**src/source/vertex_job_pkg.sv**
```systemverilog
`default_nettype none

package vertex_job_pkg;

	//////////////////////////////////////////////////////////////////////
	// vertex sizes
	//////////////////////////////////////////////////////////////////////
	localparam int VERTEX_W             = 32;
	localparam int CACHELINE_VERTEX_NUM = 8;   // one line of 32-bit lanes
	localparam int VERTEX_QUEUE_DEPTH   = 2 * CACHELINE_VERTEX_NUM;

	localparam int BATCH_W     = $clog2(CACHELINE_VERTEX_NUM + 1);
	localparam int QUEUE_PTR_W = $clog2(VERTEX_QUEUE_DEPTH);
	localparam int QUEUE_CNT_W = $clog2(VERTEX_QUEUE_DEPTH + 1);

	// per-vertex arrays that double as the read tag
	typedef enum logic [1:0] {
		IN_DEGREE  = 2'd0,
		OUT_DEGREE = 2'd1,
		EDGES_IDX  = 2'd2
	} vertex_array_e;

	typedef struct packed {
		logic [VERTEX_W-1:0] id;
		logic [VERTEX_W-1:0] in_degree;
		logic [VERTEX_W-1:0] out_degree;
		logic [VERTEX_W-1:0] edges_idx;
	} vertex_rec_t;

endpackage

`default_nettype wire

```
**src/source/mem_read_pkg.sv**
```systemverilog
`default_nettype none

package mem_read_pkg;

	localparam int ADDR_W          = 64;   // byte address
	localparam int CACHELINE_W     = 256;
	localparam int CACHELINE_BYTES = CACHELINE_W / 8;

	// read command credits after reset
	localparam int READ_CREDITS = 2;
	localparam int CREDIT_W     = $clog2(READ_CREDITS + 1);

	// at most three reads of one batch in flight
	localparam int RESP_CNT_W = 2;

endpackage

`default_nettype wire

```
**src/source/job_cfg_if.sv**
```systemverilog
`timescale 1ns/1ps
`default_nettype none

interface job_cfg_if import vertex_job_pkg::*, mem_read_pkg::*; ();

	logic                start;        // one-cycle job start
	logic [VERTEX_W-1:0] num_vertices;
	logic [ADDR_W-1:0]   in_degree_base;
	logic [ADDR_W-1:0]   out_degree_base;
	logic [ADDR_W-1:0]   edges_idx_base;

	modport cfg (
		output start, num_vertices, in_degree_base, out_degree_base, edges_idx_base
	);

	modport user (
		input start, num_vertices, in_degree_base, out_degree_base, edges_idx_base
	);

endinterface

`default_nettype wire

```
**src/source/vertex_job_config.sv**
```systemverilog
`timescale 1ns/1ps
`default_nettype none

module vertex_job_config import vertex_job_pkg::*, mem_read_pkg::*; (
	input  logic                clock,
	input  logic                rstn,
	input  logic                wed_valid,
	input  logic [VERTEX_W-1:0] wed_num_vertices,
	input  logic [ADDR_W-1:0]   wed_in_degree_base,
	input  logic [ADDR_W-1:0]   wed_out_degree_base,
	input  logic [ADDR_W-1:0]   wed_edges_idx_base,
	input  logic                vertex_pushed,
	input  logic                vertex_filtered,
	job_cfg_if.cfg              cfg,
	output logic [VERTEX_W-1:0] vertices_pushed,
	output logic [VERTEX_W-1:0] vertices_filtered
);

	//////////////////////////////////////////////////////////////////////
	// job descriptor
	//////////////////////////////////////////////////////////////////////
	always_ff @(posedge clock) begin
		if (wed_valid) begin
			cfg.num_vertices    <= wed_num_vertices;
			cfg.in_degree_base  <= wed_in_degree_base;
			cfg.out_degree_base <= wed_out_degree_base;
			cfg.edges_idx_base  <= wed_edges_idx_base;
		end
	end

	always_ff @(posedge clock or negedge rstn) begin
		if (!rstn) begin
			cfg.start <= 1'b0;
		end else begin
			cfg.start <= wed_valid;   // descriptor is stable by now
		end
	end

	//////////////////////////////////////////////////////////////////////
	// status counters
	//////////////////////////////////////////////////////////////////////
	always_ff @(posedge clock or negedge rstn) begin
		if (!rstn) begin
			vertices_pushed   <= '0;
			vertices_filtered <= '0;
		end else if (cfg.start) begin
			vertices_pushed   <= '0;
			vertices_filtered <= '0;
		end else begin
			if (vertex_pushed)
				vertices_pushed <= vertices_pushed + 1'b1;
			if (vertex_filtered)
				vertices_filtered <= vertices_filtered + 1'b1;
		end
	end

endmodule

`default_nettype wire

```
**src/source/vertex_read_issuer.sv**
```systemverilog
`timescale 1ns/1ps
`default_nettype none

module vertex_read_issuer import vertex_job_pkg::*, mem_read_pkg::*; (
	input  logic               clock,
	input  logic               rstn,
	input  logic               rd_credit,
	input  logic               rd_data_valid,
	input  logic [2:0]         unpack_busy,
	input  logic               queue_has_room,
	job_cfg_if.user            cfg,
	output logic               rd_cmd_valid,
	output logic [ADDR_W-1:0]  rd_cmd_addr,
	output vertex_array_e      rd_cmd_tag,
	output logic [BATCH_W-1:0] batch_len
);

	typedef enum logic [2:0] {
		IDLE,
		WAIT_BATCH,
		SEND_IN_DEGREE,
		SEND_OUT_DEGREE,
		SEND_EDGES_IDX
	} issue_state_e;

	issue_state_e state, next_state;

	logic [VERTEX_W-1:0]   remaining;
	logic [ADDR_W-1:0]     line_offset;
	logic [CREDIT_W-1:0]   credits;
	logic [RESP_CNT_W-1:0] outstanding;
	logic [ADDR_W-1:0]     cmd_base;
	logic [BATCH_W-1:0]    batch_next;
	logic                  batch_ready;
	logic                  job_load;
	logic                  batch_start;
	logic                  sending;

	assign batch_next = (remaining >= VERTEX_W'(CACHELINE_VERTEX_NUM)) ?
		BATCH_W'(CACHELINE_VERTEX_NUM) : remaining[BATCH_W-1:0];

	// previous batch fully drained and queue can take a whole line
	assign batch_ready = (remaining != '0) && (outstanding == '0) &&
		(unpack_busy == 3'b000) && queue_has_room;

	assign job_load    = (state == IDLE) && cfg.start;
	assign batch_start = (state == WAIT_BATCH) && batch_ready;
	assign sending     = (state == SEND_IN_DEGREE) || (state == SEND_OUT_DEGREE) ||
		(state == SEND_EDGES_IDX);

	//////////////////////////////////////////////////////////////////////
	// batch FSM
	//////////////////////////////////////////////////////////////////////
	always_ff @(posedge clock or negedge rstn) begin
		if (!rstn)
			state <= IDLE;
		else
			state <= next_state;
	end

	always_comb begin
		next_state = state;
		case (state)
			IDLE: begin
				if (cfg.start)
					next_state = WAIT_BATCH;
			end
			WAIT_BATCH: begin
				if (remaining == '0)
					next_state = IDLE;   // job fully requested
				else if (batch_ready)
					next_state = SEND_IN_DEGREE;
			end
			SEND_IN_DEGREE: begin
				if (rd_cmd_valid)
					next_state = SEND_OUT_DEGREE;
			end
			SEND_OUT_DEGREE: begin
				if (rd_cmd_valid)
					next_state = SEND_EDGES_IDX;
			end
			SEND_EDGES_IDX: begin
				if (rd_cmd_valid)
					next_state = WAIT_BATCH;
			end
			default: next_state = IDLE;
		endcase
	end

	//////////////////////////////////////////////////////////////////////
	// command channel
	//////////////////////////////////////////////////////////////////////
	always_comb begin
		case (state)
			SEND_OUT_DEGREE: begin
				rd_cmd_tag = OUT_DEGREE;
				cmd_base   = cfg.out_degree_base;
			end
			SEND_EDGES_IDX: begin
				rd_cmd_tag = EDGES_IDX;
				cmd_base   = cfg.edges_idx_base;
			end
			default: begin
				rd_cmd_tag = IN_DEGREE;
				cmd_base   = cfg.in_degree_base;
			end
		endcase
	end

	assign rd_cmd_valid = sending && (credits != '0);
	assign rd_cmd_addr  = cmd_base + line_offset;

	always_ff @(posedge clock or negedge rstn) begin
		if (!rstn) begin
			remaining   <= '0;
			line_offset <= '0;
			batch_len   <= '0;
		end else if (job_load) begin
			remaining   <= cfg.num_vertices;
			line_offset <= '0;
		end else if (batch_start) begin
			batch_len <= batch_next;   // held for the unpackers until next batch
			remaining <= remaining - VERTEX_W'(batch_next);
		end else if (rd_cmd_valid && state == SEND_EDGES_IDX) begin
			line_offset <= line_offset + ADDR_W'(CACHELINE_BYTES);
		end
	end

	// credits and responses still owed
	always_ff @(posedge clock or negedge rstn) begin
		if (!rstn) begin
			credits     <= CREDIT_W'(READ_CREDITS);
			outstanding <= '0;
		end else begin
			credits     <= credits - CREDIT_W'(rd_cmd_valid) + CREDIT_W'(rd_credit);
			outstanding <= outstanding + RESP_CNT_W'(rd_cmd_valid) -
				RESP_CNT_W'(rd_data_valid);
		end
	end

endmodule

`default_nettype wire

```
**src/source/cacheline_unpacker.sv**
```systemverilog
`timescale 1ns/1ps
`default_nettype none

module cacheline_unpacker import vertex_job_pkg::*, mem_read_pkg::*; #(
	parameter vertex_array_e ARRAY = IN_DEGREE
) (
	input  logic                   clock,
	input  logic                   rstn,
	input  logic                   rd_data_valid,
	input  vertex_array_e          rd_data_tag,
	input  logic [CACHELINE_W-1:0] rd_data,
	input  logic [BATCH_W-1:0]     batch_len,
	input  logic                   advance,
	output logic [VERTEX_W-1:0]    value,
	output logic                   valid,
	output logic                   busy
);

	logic [CACHELINE_W-1:0] line;
	logic [BATCH_W-1:0]     left;    // values not yet consumed
	logic                   capture;

	assign capture = rd_data_valid && (rd_data_tag == ARRAY);

	// lane 0 always sits at the bottom
	always_ff @(posedge clock) begin
		if (capture)
			line <= rd_data;
		else if (advance)
			line <= line >> VERTEX_W;
	end

	always_ff @(posedge clock or negedge rstn) begin
		if (!rstn) begin
			left <= '0;
		end else if (capture) begin
			left <= batch_len;
		end else if (advance && left != '0) begin
			left <= left - 1'b1;
		end
	end

	assign value = line[VERTEX_W-1:0];
	assign valid = (left != '0);
	assign busy  = valid || capture;   // covers the capture cycle too

endmodule

`default_nettype wire

```
**src/source/vertex_assembler.sv**
```systemverilog
`timescale 1ns/1ps
`default_nettype none

module vertex_assembler import vertex_job_pkg::*; (
	input  logic                clock,
	input  logic                rstn,
	input  logic [VERTEX_W-1:0] in_degree,
	input  logic [VERTEX_W-1:0] out_degree,
	input  logic [VERTEX_W-1:0] edges_idx,
	input  logic                in_valid,
	input  logic                out_valid,
	input  logic                edges_valid,
	job_cfg_if.user             cfg,
	output logic                advance,
	output vertex_rec_t         rec,
	output logic                push,
	output logic                vertex_pushed,
	output logic                vertex_filtered
);

	logic [VERTEX_W-1:0] next_id;
	logic                rec_valid;
	logic                has_edges;

	assign advance = in_valid && out_valid && edges_valid;

	always_ff @(posedge clock) begin
		if (advance)
			rec <= '{id: next_id, in_degree: in_degree, out_degree: out_degree,
				edges_idx: edges_idx};
	end

	always_ff @(posedge clock or negedge rstn) begin
		if (!rstn) begin
			next_id   <= '0;
			rec_valid <= 1'b0;
		end else begin
			rec_valid <= advance;
			if (cfg.start)
				next_id <= '0;   // ids restart per job
			else if (advance)
				next_id <= next_id + 1'b1;
		end
	end

	// isolated vertices are counted but never queued
	assign has_edges       = (rec.in_degree != '0) || (rec.out_degree != '0);
	assign push            = rec_valid && has_edges;
	assign vertex_pushed   = push;
	assign vertex_filtered = rec_valid && !has_edges;

endmodule

`default_nettype wire

```
**src/source/vertex_job_queue.sv**
```systemverilog
`timescale 1ns/1ps
`default_nettype none

module vertex_job_queue import vertex_job_pkg::*; (
	input  logic        clock,
	input  logic        rstn,
	input  logic        push,
	input  vertex_rec_t rec,
	input  logic        vertex_request,
	output logic        vertex_valid,
	output vertex_rec_t head,
	output logic        has_room
);

	vertex_rec_t            mem [VERTEX_QUEUE_DEPTH];
	logic [QUEUE_PTR_W-1:0] wr_ptr;
	logic [QUEUE_PTR_W-1:0] rd_ptr;
	logic [QUEUE_CNT_W-1:0] count;
	logic                   pop;

	assign pop = vertex_request && vertex_valid;   // request on empty is dropped

	always_ff @(posedge clock) begin
		if (push)
			mem[wr_ptr] <= rec;
	end

	always_ff @(posedge clock or negedge rstn) begin
		if (!rstn) begin
			wr_ptr <= '0;
			rd_ptr <= '0;
			count  <= '0;
		end else begin
			if (push)
				wr_ptr <= wr_ptr + 1'b1;
			if (pop)
				rd_ptr <= rd_ptr + 1'b1;
			count <= count + QUEUE_CNT_W'(push) - QUEUE_CNT_W'(pop);
		end
	end

	// show-ahead head
	assign vertex_valid = (count != '0);
	assign head         = mem[rd_ptr];

	// a record sitting in the assembler is already committed
	assign has_room = (count + QUEUE_CNT_W'(push)) <=
		QUEUE_CNT_W'(VERTEX_QUEUE_DEPTH - CACHELINE_VERTEX_NUM);

endmodule

`default_nettype wire

```
**src/source/vertex_job_top.sv**
```systemverilog
`timescale 1ns/1ps
`default_nettype none

module vertex_job_top import vertex_job_pkg::*, mem_read_pkg::*; (
	input  logic                   clock,
	input  logic                   rstn,
	input  logic                   wed_valid,
	input  logic [VERTEX_W-1:0]    wed_num_vertices,
	input  logic [ADDR_W-1:0]      wed_in_degree_base,
	input  logic [ADDR_W-1:0]      wed_out_degree_base,
	input  logic [ADDR_W-1:0]      wed_edges_idx_base,
	output logic                   rd_cmd_valid,
	output logic [ADDR_W-1:0]      rd_cmd_addr,
	output vertex_array_e          rd_cmd_tag,
	input  logic                   rd_credit,
	input  logic                   rd_data_valid,
	input  vertex_array_e          rd_data_tag,
	input  logic [CACHELINE_W-1:0] rd_data,
	output logic                   vertex_valid,
	output logic [VERTEX_W-1:0]    vertex_id,
	output logic [VERTEX_W-1:0]    vertex_in_degree,
	output logic [VERTEX_W-1:0]    vertex_out_degree,
	output logic [VERTEX_W-1:0]    vertex_edges_idx,
	input  logic                   vertex_request,
	output logic [VERTEX_W-1:0]    vertices_pushed,
	output logic [VERTEX_W-1:0]    vertices_filtered
);

	job_cfg_if cfg_bus ();

	logic [BATCH_W-1:0]  batch_len;
	logic [2:0]          unpack_busy;
	logic [VERTEX_W-1:0] in_degree, out_degree, edges_idx;
	logic                in_valid, out_valid, edges_valid;
	logic                advance, push, vertex_pushed, vertex_filtered;
	logic                queue_has_room;
	vertex_rec_t         rec, head;

	vertex_job_config u_config (
		.clock, .rstn, .wed_valid, .wed_num_vertices, .wed_in_degree_base,
		.wed_out_degree_base, .wed_edges_idx_base, .vertex_pushed, .vertex_filtered,
		.cfg (cfg_bus.cfg), .vertices_pushed, .vertices_filtered
	);

	vertex_read_issuer u_issuer (
		.clock, .rstn, .rd_credit, .rd_data_valid, .unpack_busy, .queue_has_room,
		.cfg (cfg_bus.user), .rd_cmd_valid, .rd_cmd_addr, .rd_cmd_tag, .batch_len
	);

	//////////////////////////////////////////////////////////////////////
	// one unpacker per array
	//////////////////////////////////////////////////////////////////////
	cacheline_unpacker #(.ARRAY(IN_DEGREE)) u_unpack_in (
		.clock, .rstn, .rd_data_valid, .rd_data_tag, .rd_data, .batch_len, .advance,
		.value (in_degree), .valid (in_valid), .busy (unpack_busy[0])
	);

	cacheline_unpacker #(.ARRAY(OUT_DEGREE)) u_unpack_out (
		.clock, .rstn, .rd_data_valid, .rd_data_tag, .rd_data, .batch_len, .advance,
		.value (out_degree), .valid (out_valid), .busy (unpack_busy[1])
	);

	cacheline_unpacker #(.ARRAY(EDGES_IDX)) u_unpack_edges (
		.clock, .rstn, .rd_data_valid, .rd_data_tag, .rd_data, .batch_len, .advance,
		.value (edges_idx), .valid (edges_valid), .busy (unpack_busy[2])
	);

	vertex_assembler u_assembler (
		.clock, .rstn, .in_degree, .out_degree, .edges_idx, .in_valid, .out_valid,
		.edges_valid, .cfg (cfg_bus.user), .advance, .rec, .push, .vertex_pushed,
		.vertex_filtered
	);

	vertex_job_queue u_queue (
		.clock, .rstn, .push, .rec, .vertex_request, .vertex_valid, .head,
		.has_room (queue_has_room)
	);

	assign vertex_id         = head.id;
	assign vertex_in_degree  = head.in_degree;
	assign vertex_out_degree = head.out_degree;
	assign vertex_edges_idx  = head.edges_idx;

endmodule

`default_nettype wire

```
**config.mk**
```make
export PLATFORM = sky130hd
export DESIGN_NAME = vertex_job_top
export DESIGN_NICKNAME = d
export VERILOG_FILES = /design/src/source/vertex_job_pkg.sv /design/src/source/mem_read_pkg.sv /design/src/source/job_cfg_if.sv /design/src/source/vertex_job_config.sv /design/src/source/vertex_read_issuer.sv /design/src/source/cacheline_unpacker.sv /design/src/source/vertex_assembler.sv /design/src/source/vertex_job_queue.sv /design/src/source/vertex_job_top.sv
export SDC_FILE = /design/constraint.sdc
export NUM_CORES = 2
export LEC_CHECK = 0
export BUFFER_PORTS_ARGS = -buffer_cell sky130_fd_sc_hd__buf_2
export CAP_MARGIN = 15
export CORE_ASPECT_RATIO = 1.4
export CORE_MARGIN = 2
export CORE_UTILIZATION = 40
export CTS_BUF_LIST = sky130_fd_sc_hd__clkbuf_2
export CTS_CLUSTER_DIAMETER = 100
export CTS_CLUSTER_SIZE = 10
export DETAILED_ROUTE_END_ITERATION = 12
export PLACE_DENSITY_LB_ADDON = 0.08
export SETUP_SLACK_MARGIN = 0.1
export SLEW_MARGIN = 30
export SYNTH_ARGS = -nofsm -noshare
export SYNTH_HDL_FRONTEND = slang
export SYNTH_SLANG_ARGS = --single-unit
export TNS_END_PERCENT = 100
```
**constraint.sdc**
```tcl
create_clock -name clock -period 13.9 [get_ports clock]
set_input_delay 1.39 -clock clock [delete_from_list [all_inputs] [get_ports clock]]
set_output_delay 1.39 -clock clock [all_outputs]
set_load 0.005 [all_outputs]
```
---- After elaboration in Yosys (flattened, before gate mapping) ----
Memories as Yosys holds them, arrays and structs flattened.
Index checks and enable logic that the tools add are counted.
cells by class
  $add $sub $neg .......................... 17
  order comparisons ....................... 2
  equality and inequality tests ........... 12
  mux-type cells .......................... 35
  bitwise gates (word level) .............. 1
  reduce and logical (&&, ||, !) cells .... 52
operators with widths
  cell                                                                                  count
  256-bit 2-to-1 mux                                                                    6
  32-bit 2-to-1 mux                                                                     8
  64-bit 2-to-1 mux                                                                     3
  64-bit case mux with 2 select lines                                                   1
  32-bit by 1-bit adder with 32-bit output, second input constant                       3
  32-bit nonzero test                                                                   3
  64-bit by 6-bit adder with 64-bit output, second input constant                       1
  64-bit adder                                                                          1
  32-bit by 4-bit greater-or-equal comparator with 1-bit output, second input constant  1
  32-bit zero test                                                                      1
  32-bit by 4-bit subtractor with 32-bit output                                         1
  4-bit 2-to-1 mux                                                                      7
  2-bit nonzero test                                                                    12
  1-bit logical AND                                                                     18
  3-bit 2-to-1 mux                                                                      6
  3-bit case mux with 5 select lines                                                    1
  4-bit nonzero test                                                                    3
  4-bit by 1-bit subtractor with 4-bit output, second input constant                    3
  4-bit by 1-bit adder with 4-bit output, second input constant                         2
  2-bit by 1-bit != test with 1-bit output, second input constant                       4
  3-bit by 2-bit equality test with 1-bit output, second input constant                 2
  3-bit zero test                                                                       2
  1-bit logical OR                                                                      6
  5-bit by 1-bit adder with 5-bit output                                                1
  other kinds (18)                                                                      23
storage, ports and cells
  register bits after elaboration ......... 1350
  memory bits (writable) .................. 2048
  input port bits ......................... 488
  output and inout bits ................... 260
  logic and storage cells ................. 148
  memories ................................ 1
memory list
  name         depth  bits a word  read ports  clocked after memory_dff  wr ports  line                    text
  u_queue.mem  16     128          1           0                         1         vertex_job_queue.sv:15  vertex_rec_t mem [VERTEX_QUEUE_DEPTH];

---- Depth between registers and ports, before layout ----
  depth in word-level cells ............... 9
  gate-level depth with buffers ........... 21
  mapped depth without buffers ............ 18

---- Hierarchy ----
From an unflattened synthesis, not the netlist that was laid out.
unflattened totals
  cell total of the unflattened synthesis .. 9141
  area, all modules ....................... 138042.4 µm²
modules (own cells, without submodules)
  module                                    times used  cells an instance  area each (µm²)  sequential area each (µm²)
  vertex_job_queue                          1           3756               78911.9          61824.3
  cacheline_unpacker at u_unpack_edges ...  2           1079               11262.1          7787.5
  cacheline_unpacker at u_unpack_in         1           1077               11338.4          7787.5
  vertex_job_config                         1           574                10065.9          8353.0
  vertex_read_issuer                        1           1234               9437.8           2553.7
  vertex_assembler                          1           342                5764.3           4669.5

---- Worst setup path after synthesis ----
Ideal clock, no wire load.
  kind .................................... register -> register
  from .................................... reg, netlist name u_assembler.rec[93]
  to ...................................... mem u_queue.mem[1][0] (netlist name), enable pin
  setup time .............................. 0.772 ns
  arrival time ............................ 10.123 ns
  data required time ...................... 13.128 ns
  setup slack ............................. 3.006 ns
  stages on the path, launching flop included .. 8
  path buffers ............................ 1
  cell sequence ........................... edfxtp_1 nor4_1 nand4_1 nor4_1 nor2b_1 clkbuf_1 nand2_1 nor3_1
on the way
  longest elaborated chain between the ends .. 5
ends and longest elaborated chain
  item                                    line                    text
  32-bit nonzero test                     vertex_assembler.sv:47  assign has_edges = (rec.in_degree != '0) || (rec.out_degree != '0);
  1-bit logical OR                        vertex_assembler.sv:47
  1-bit logical AND                       vertex_assembler.sv:48  assign push = rec_valid && has_edges;
  named net push                          vertex_job_top.sv:35    logic advance, push, vertex_pushed, vertex_filtered;
  1-bit 2-to-1 mux                        vertex_job_queue.sv:24  if (push)
  1-bit 2-to-1 mux (implied by the code)  vertex_job_queue.sv:25  mem[wr_ptr] <= rec;
  to (decl)                               vertex_job_queue.sv:15
The timed path passes the listed nets, and every way through them passes these cells.

---- Worst setup path after layout ----
  from .................................... reg u_issuer.state[2]
  to ...................................... out rd_cmd_addr[59]
on the way
  longest elaborated chain between the ends .. 3
ends and longest elaborated chain
  item                                                                                          line                       text
  from (decl)                                                                                   vertex_read_issuer.sv:26   issue_state_e state, next_state;
  from (signal assigned)                                                                        vertex_read_issuer.sv:58   state <= next_state;
  3-bit equality test / 3-bit by 2-bit equality test with 1-bit output (equally long branches)  vertex_read_issuer.sv:94   case (state)
  64-bit case mux with 2 select lines *                                                         vertex_read_issuer.sv:94
  64-bit adder *                                                                                vertex_read_issuer.sv:111  assign rd_cmd_addr = cmd_base + line_offset;
  to (decl)                                                                                     vertex_job_top.sv:13       output logic [ADDR_W-1:0] rd_cmd_addr,
Mark *: on every way between the ends. The rest lies on a longest branch, timed or not.

==> metrics.yaml <==
antenna_found_initial: 122
fin_skew_ns: 0.207
core-area_um2: 336000
hp-class: "primary input to flop"
fin_crit_ns: 9.21
ctsResizeCount: 0
syn_inst: 7726
initialDrtViolationCount: 5952
nNetsFinal: 9893
startpoint_type: "flop"
grt_use_met3: 0.0421
cts_inserted_buffers: 383
layout.cells.most_common: "edfxtp_1"
cts.path.max_buffers: 4
numClockSinks: 3393
grt_max_degree: 144
fmax_mhz: 109
rows: 252
most-common-layout-cells: "edfxtp_1, nand2_1, buf_2, dlygate4sd3_1, mux4_2"
end_kind: "primary output"
maxSlewHeadroom: 0.316
wl_per_cell_um: 27.5
grt_setup_unrepaired: "no"
synth_warnings: 0
die_y_um: 691
grt_overflow: 0
async_reset_ff_frac: 0.0663
crit_arrival_ns: 7.82
grtUsageMet2: 0.370
ant_nets: 0
io_buffers: 747
post-cts-setup-buffers: 0
synth_edf_count: 3168
synth_area_um2: 135000
ys_seq_elements: 3393
dpl.hpwl_um: 226000
reg2reg_depth: 15
htree_num_levels: 5
start_util: 0.401
clock_latency_ns: 1.90
synth_area_per_cell_um2: 17.4
synth_ff_type: "edfxtp_1"
worst_slew_pin_slew_ns: 1.03
drc: 0
clockRootBuffer: "clkbuf_2"
ioPinCount: 748
dr.pass1.iters: 6
yosysUniqueCellTypes: 83
ir_drop_uv: 197
drv_slew: 0
grt_use_met1: 0.302
area_growth_pct: 14.4
cap_violations: 0
grt_first_pass_wirelength_um: 557000
whs_path_depth: 2
drive_above_1_share: 0.243
synth_seq_area_share: 0.748
tritoncts: "done"
critPathKind: "flop to primary output"
grt.total_usage: 0.223
die_area_um2: 341000
finalPower_uw: 29900
outcome: "complete, no violations"
wl_um: 384000
fin_crit_sh: 0.663
ctsHoldBuffers: 704
viasPerCell: 5.29
cellPowerDensity_nw_per_um2: 194
grt_pass1_vias: 77900
gr-max-usage-layer: "met2"
gp_congestion: 0.849
hold_viol: 0
clk_pin_slew_ns: 0.19
required_ns: 12.51
p_leak_uw: 0.0559
die_w_um: 494
setup_viol: 0
vias: 73900
final.setup.tns_ns: 0
crit_fanout: 63
==> sequential cells by signal, indices dropped and copies added (netlist names), 59 cells and up <==
name,cells
u_unpack_in.line,256
u_assembler.rec,128
u_config.cfg.edges_idx_base,64
u_queue.mem,2048
u_config.cfg.out_degree_base,64
u_config.cfg.in_degree_base,64
u_unpack_edges.line,256
u_unpack_out.line,256
u_issuer.line_offset,59
==> cells by family after synthesis <==
family          after synthesis  synth area share
fa+ha+maj                    81           0.00753
simple gates               2325            0.0731
compound gates              417            0.0194
flops                      3393             0.748
mux                         870             0.126
xor+xnor                    222            0.0144
other cells                   1         0.0000278
buf+inv                     417            0.0117
==> through the flow <==
| stage | hold WS [ns] | utilization | cell area (µm²) | setup WS [ns] | cells |
|---|---|---|---|---|---|
| finish | 0.329 | 0.459 | 154000 | 4.69 | 14000 |
| global route | 0.0812 | 0.459 | 154000 | 3.99 | 13900 |
| CTS | 0.000461 | 0.458 | 154000 | 4.42 | 13900 |
| detailed placement | 0.405 | 0.429 | 144000 | 6.71 | 12700 |
| global placement | 0.401 | 0.428 | 144000 | 6.70 | 12700 |
| floorplan | 0.400 | - | 135000 | 3.01 | 7727 |
==> report_power, final <==
part,internal (µW),switching [µW],leakage [µW],total [µW]
Clock,928,3290,0.00208,4220
Combinational,3510,5080,0.0203,8590
Sequential,15300,1800,0.0336,17100
Total,19800,10200,0.0559,29900
==> layer usage <==
metal | share of wire | up-vias | wire length, µm
li1 | - | 32800 | -
met1 | 0.43 | 38500 | 165000
met2 | 0.49 | 2022 | 189000
met3 | 0.053 | 561 | 20400
met4 | 0.025 | 68 | 9710
met5 | 0.0012 | - | 463
==> area by class of cell <==
type	instances	area (µm²)
timing repair buffer	1575	12300
antenna	82	205
tap	4445	5560
sequential	3393	101000
clock buffer	489	2450
inverter	54	208
fill	29300	182000
clock inverter	12	96.3
multi-input combinational	3917	32500
==> worst max-delay path, cell delays in order (launching register included) <==
cell and delay, ns:
dfrtp_1 0.51, nand3b_1 0.31, inv_2 0.09, buf_4 0.66, nor2_4 0.06, buf_4 0.36, nand2_1 0.17, nand2_1 0.07
ha_1 0.34, a21oi_1 0.13, o32ai_1 0.51, nand2_1 0.25, a31oi_1 0.46, o211ai_1 0.22, a2111oi_2 0.57, o31ai_1 0.14
a21boi_1 0.29, nor2_1 0.15, o31ai_1 0.34, xor2_1 0.17, buf_2 0.13
==> worst paths after layout <==
kind,from,end,slack [ns]
setup / recovery,u_issuer.state[2],rd_cmd_addr[59],4.69
min in group asynchronous,rstn,u_issuer.line_offset[56],0.72
setup reg to reg,u_assembler.rec[36],u_issuer.remaining[15],8.11
hold / removal,wed_in_degree_base[57],u_config.cfg.in_degree_base[57],0.33
hold reg to reg,u_unpack_edges.line[15],u_assembler.rec[15],0.40
max in group asynchronous,rstn,u_assembler.next_id[27],12.36
==> synth_stat cells, types with 63 or more instances <==
| library cell | instances | area, µm² |
|---|---|---|
| a21oi_1 | 130 | 651 |
| a22oi_1 | 63 | 473 |
| and2_1 | 74 | 463 |
| and3_1 | 71 | 444 |
| buf_1 | 66 | 248 |
| clkbuf_1 | 290 | 1090 |
| dfrtp_1 | 224 | 5610 |
| edfxtp_1 | 3168 | 95100 |
| ha_1 | 81 | 1010 |
| mux2_2 | 226 | 2540 |
| mux4_2 | 633 | 14300 |
| nand2_1 | 1668 | 6260 |
| nand3_1 | 66 | 330 |
| nor2_1 | 223 | 837 |
| o21ai_0 | 95 | 475 |
| xnor2_1 | 97 | 850 |
| xor2_1 | 125 | 1090 |
No activity file was read; power rests on OpenSTA's default activity.
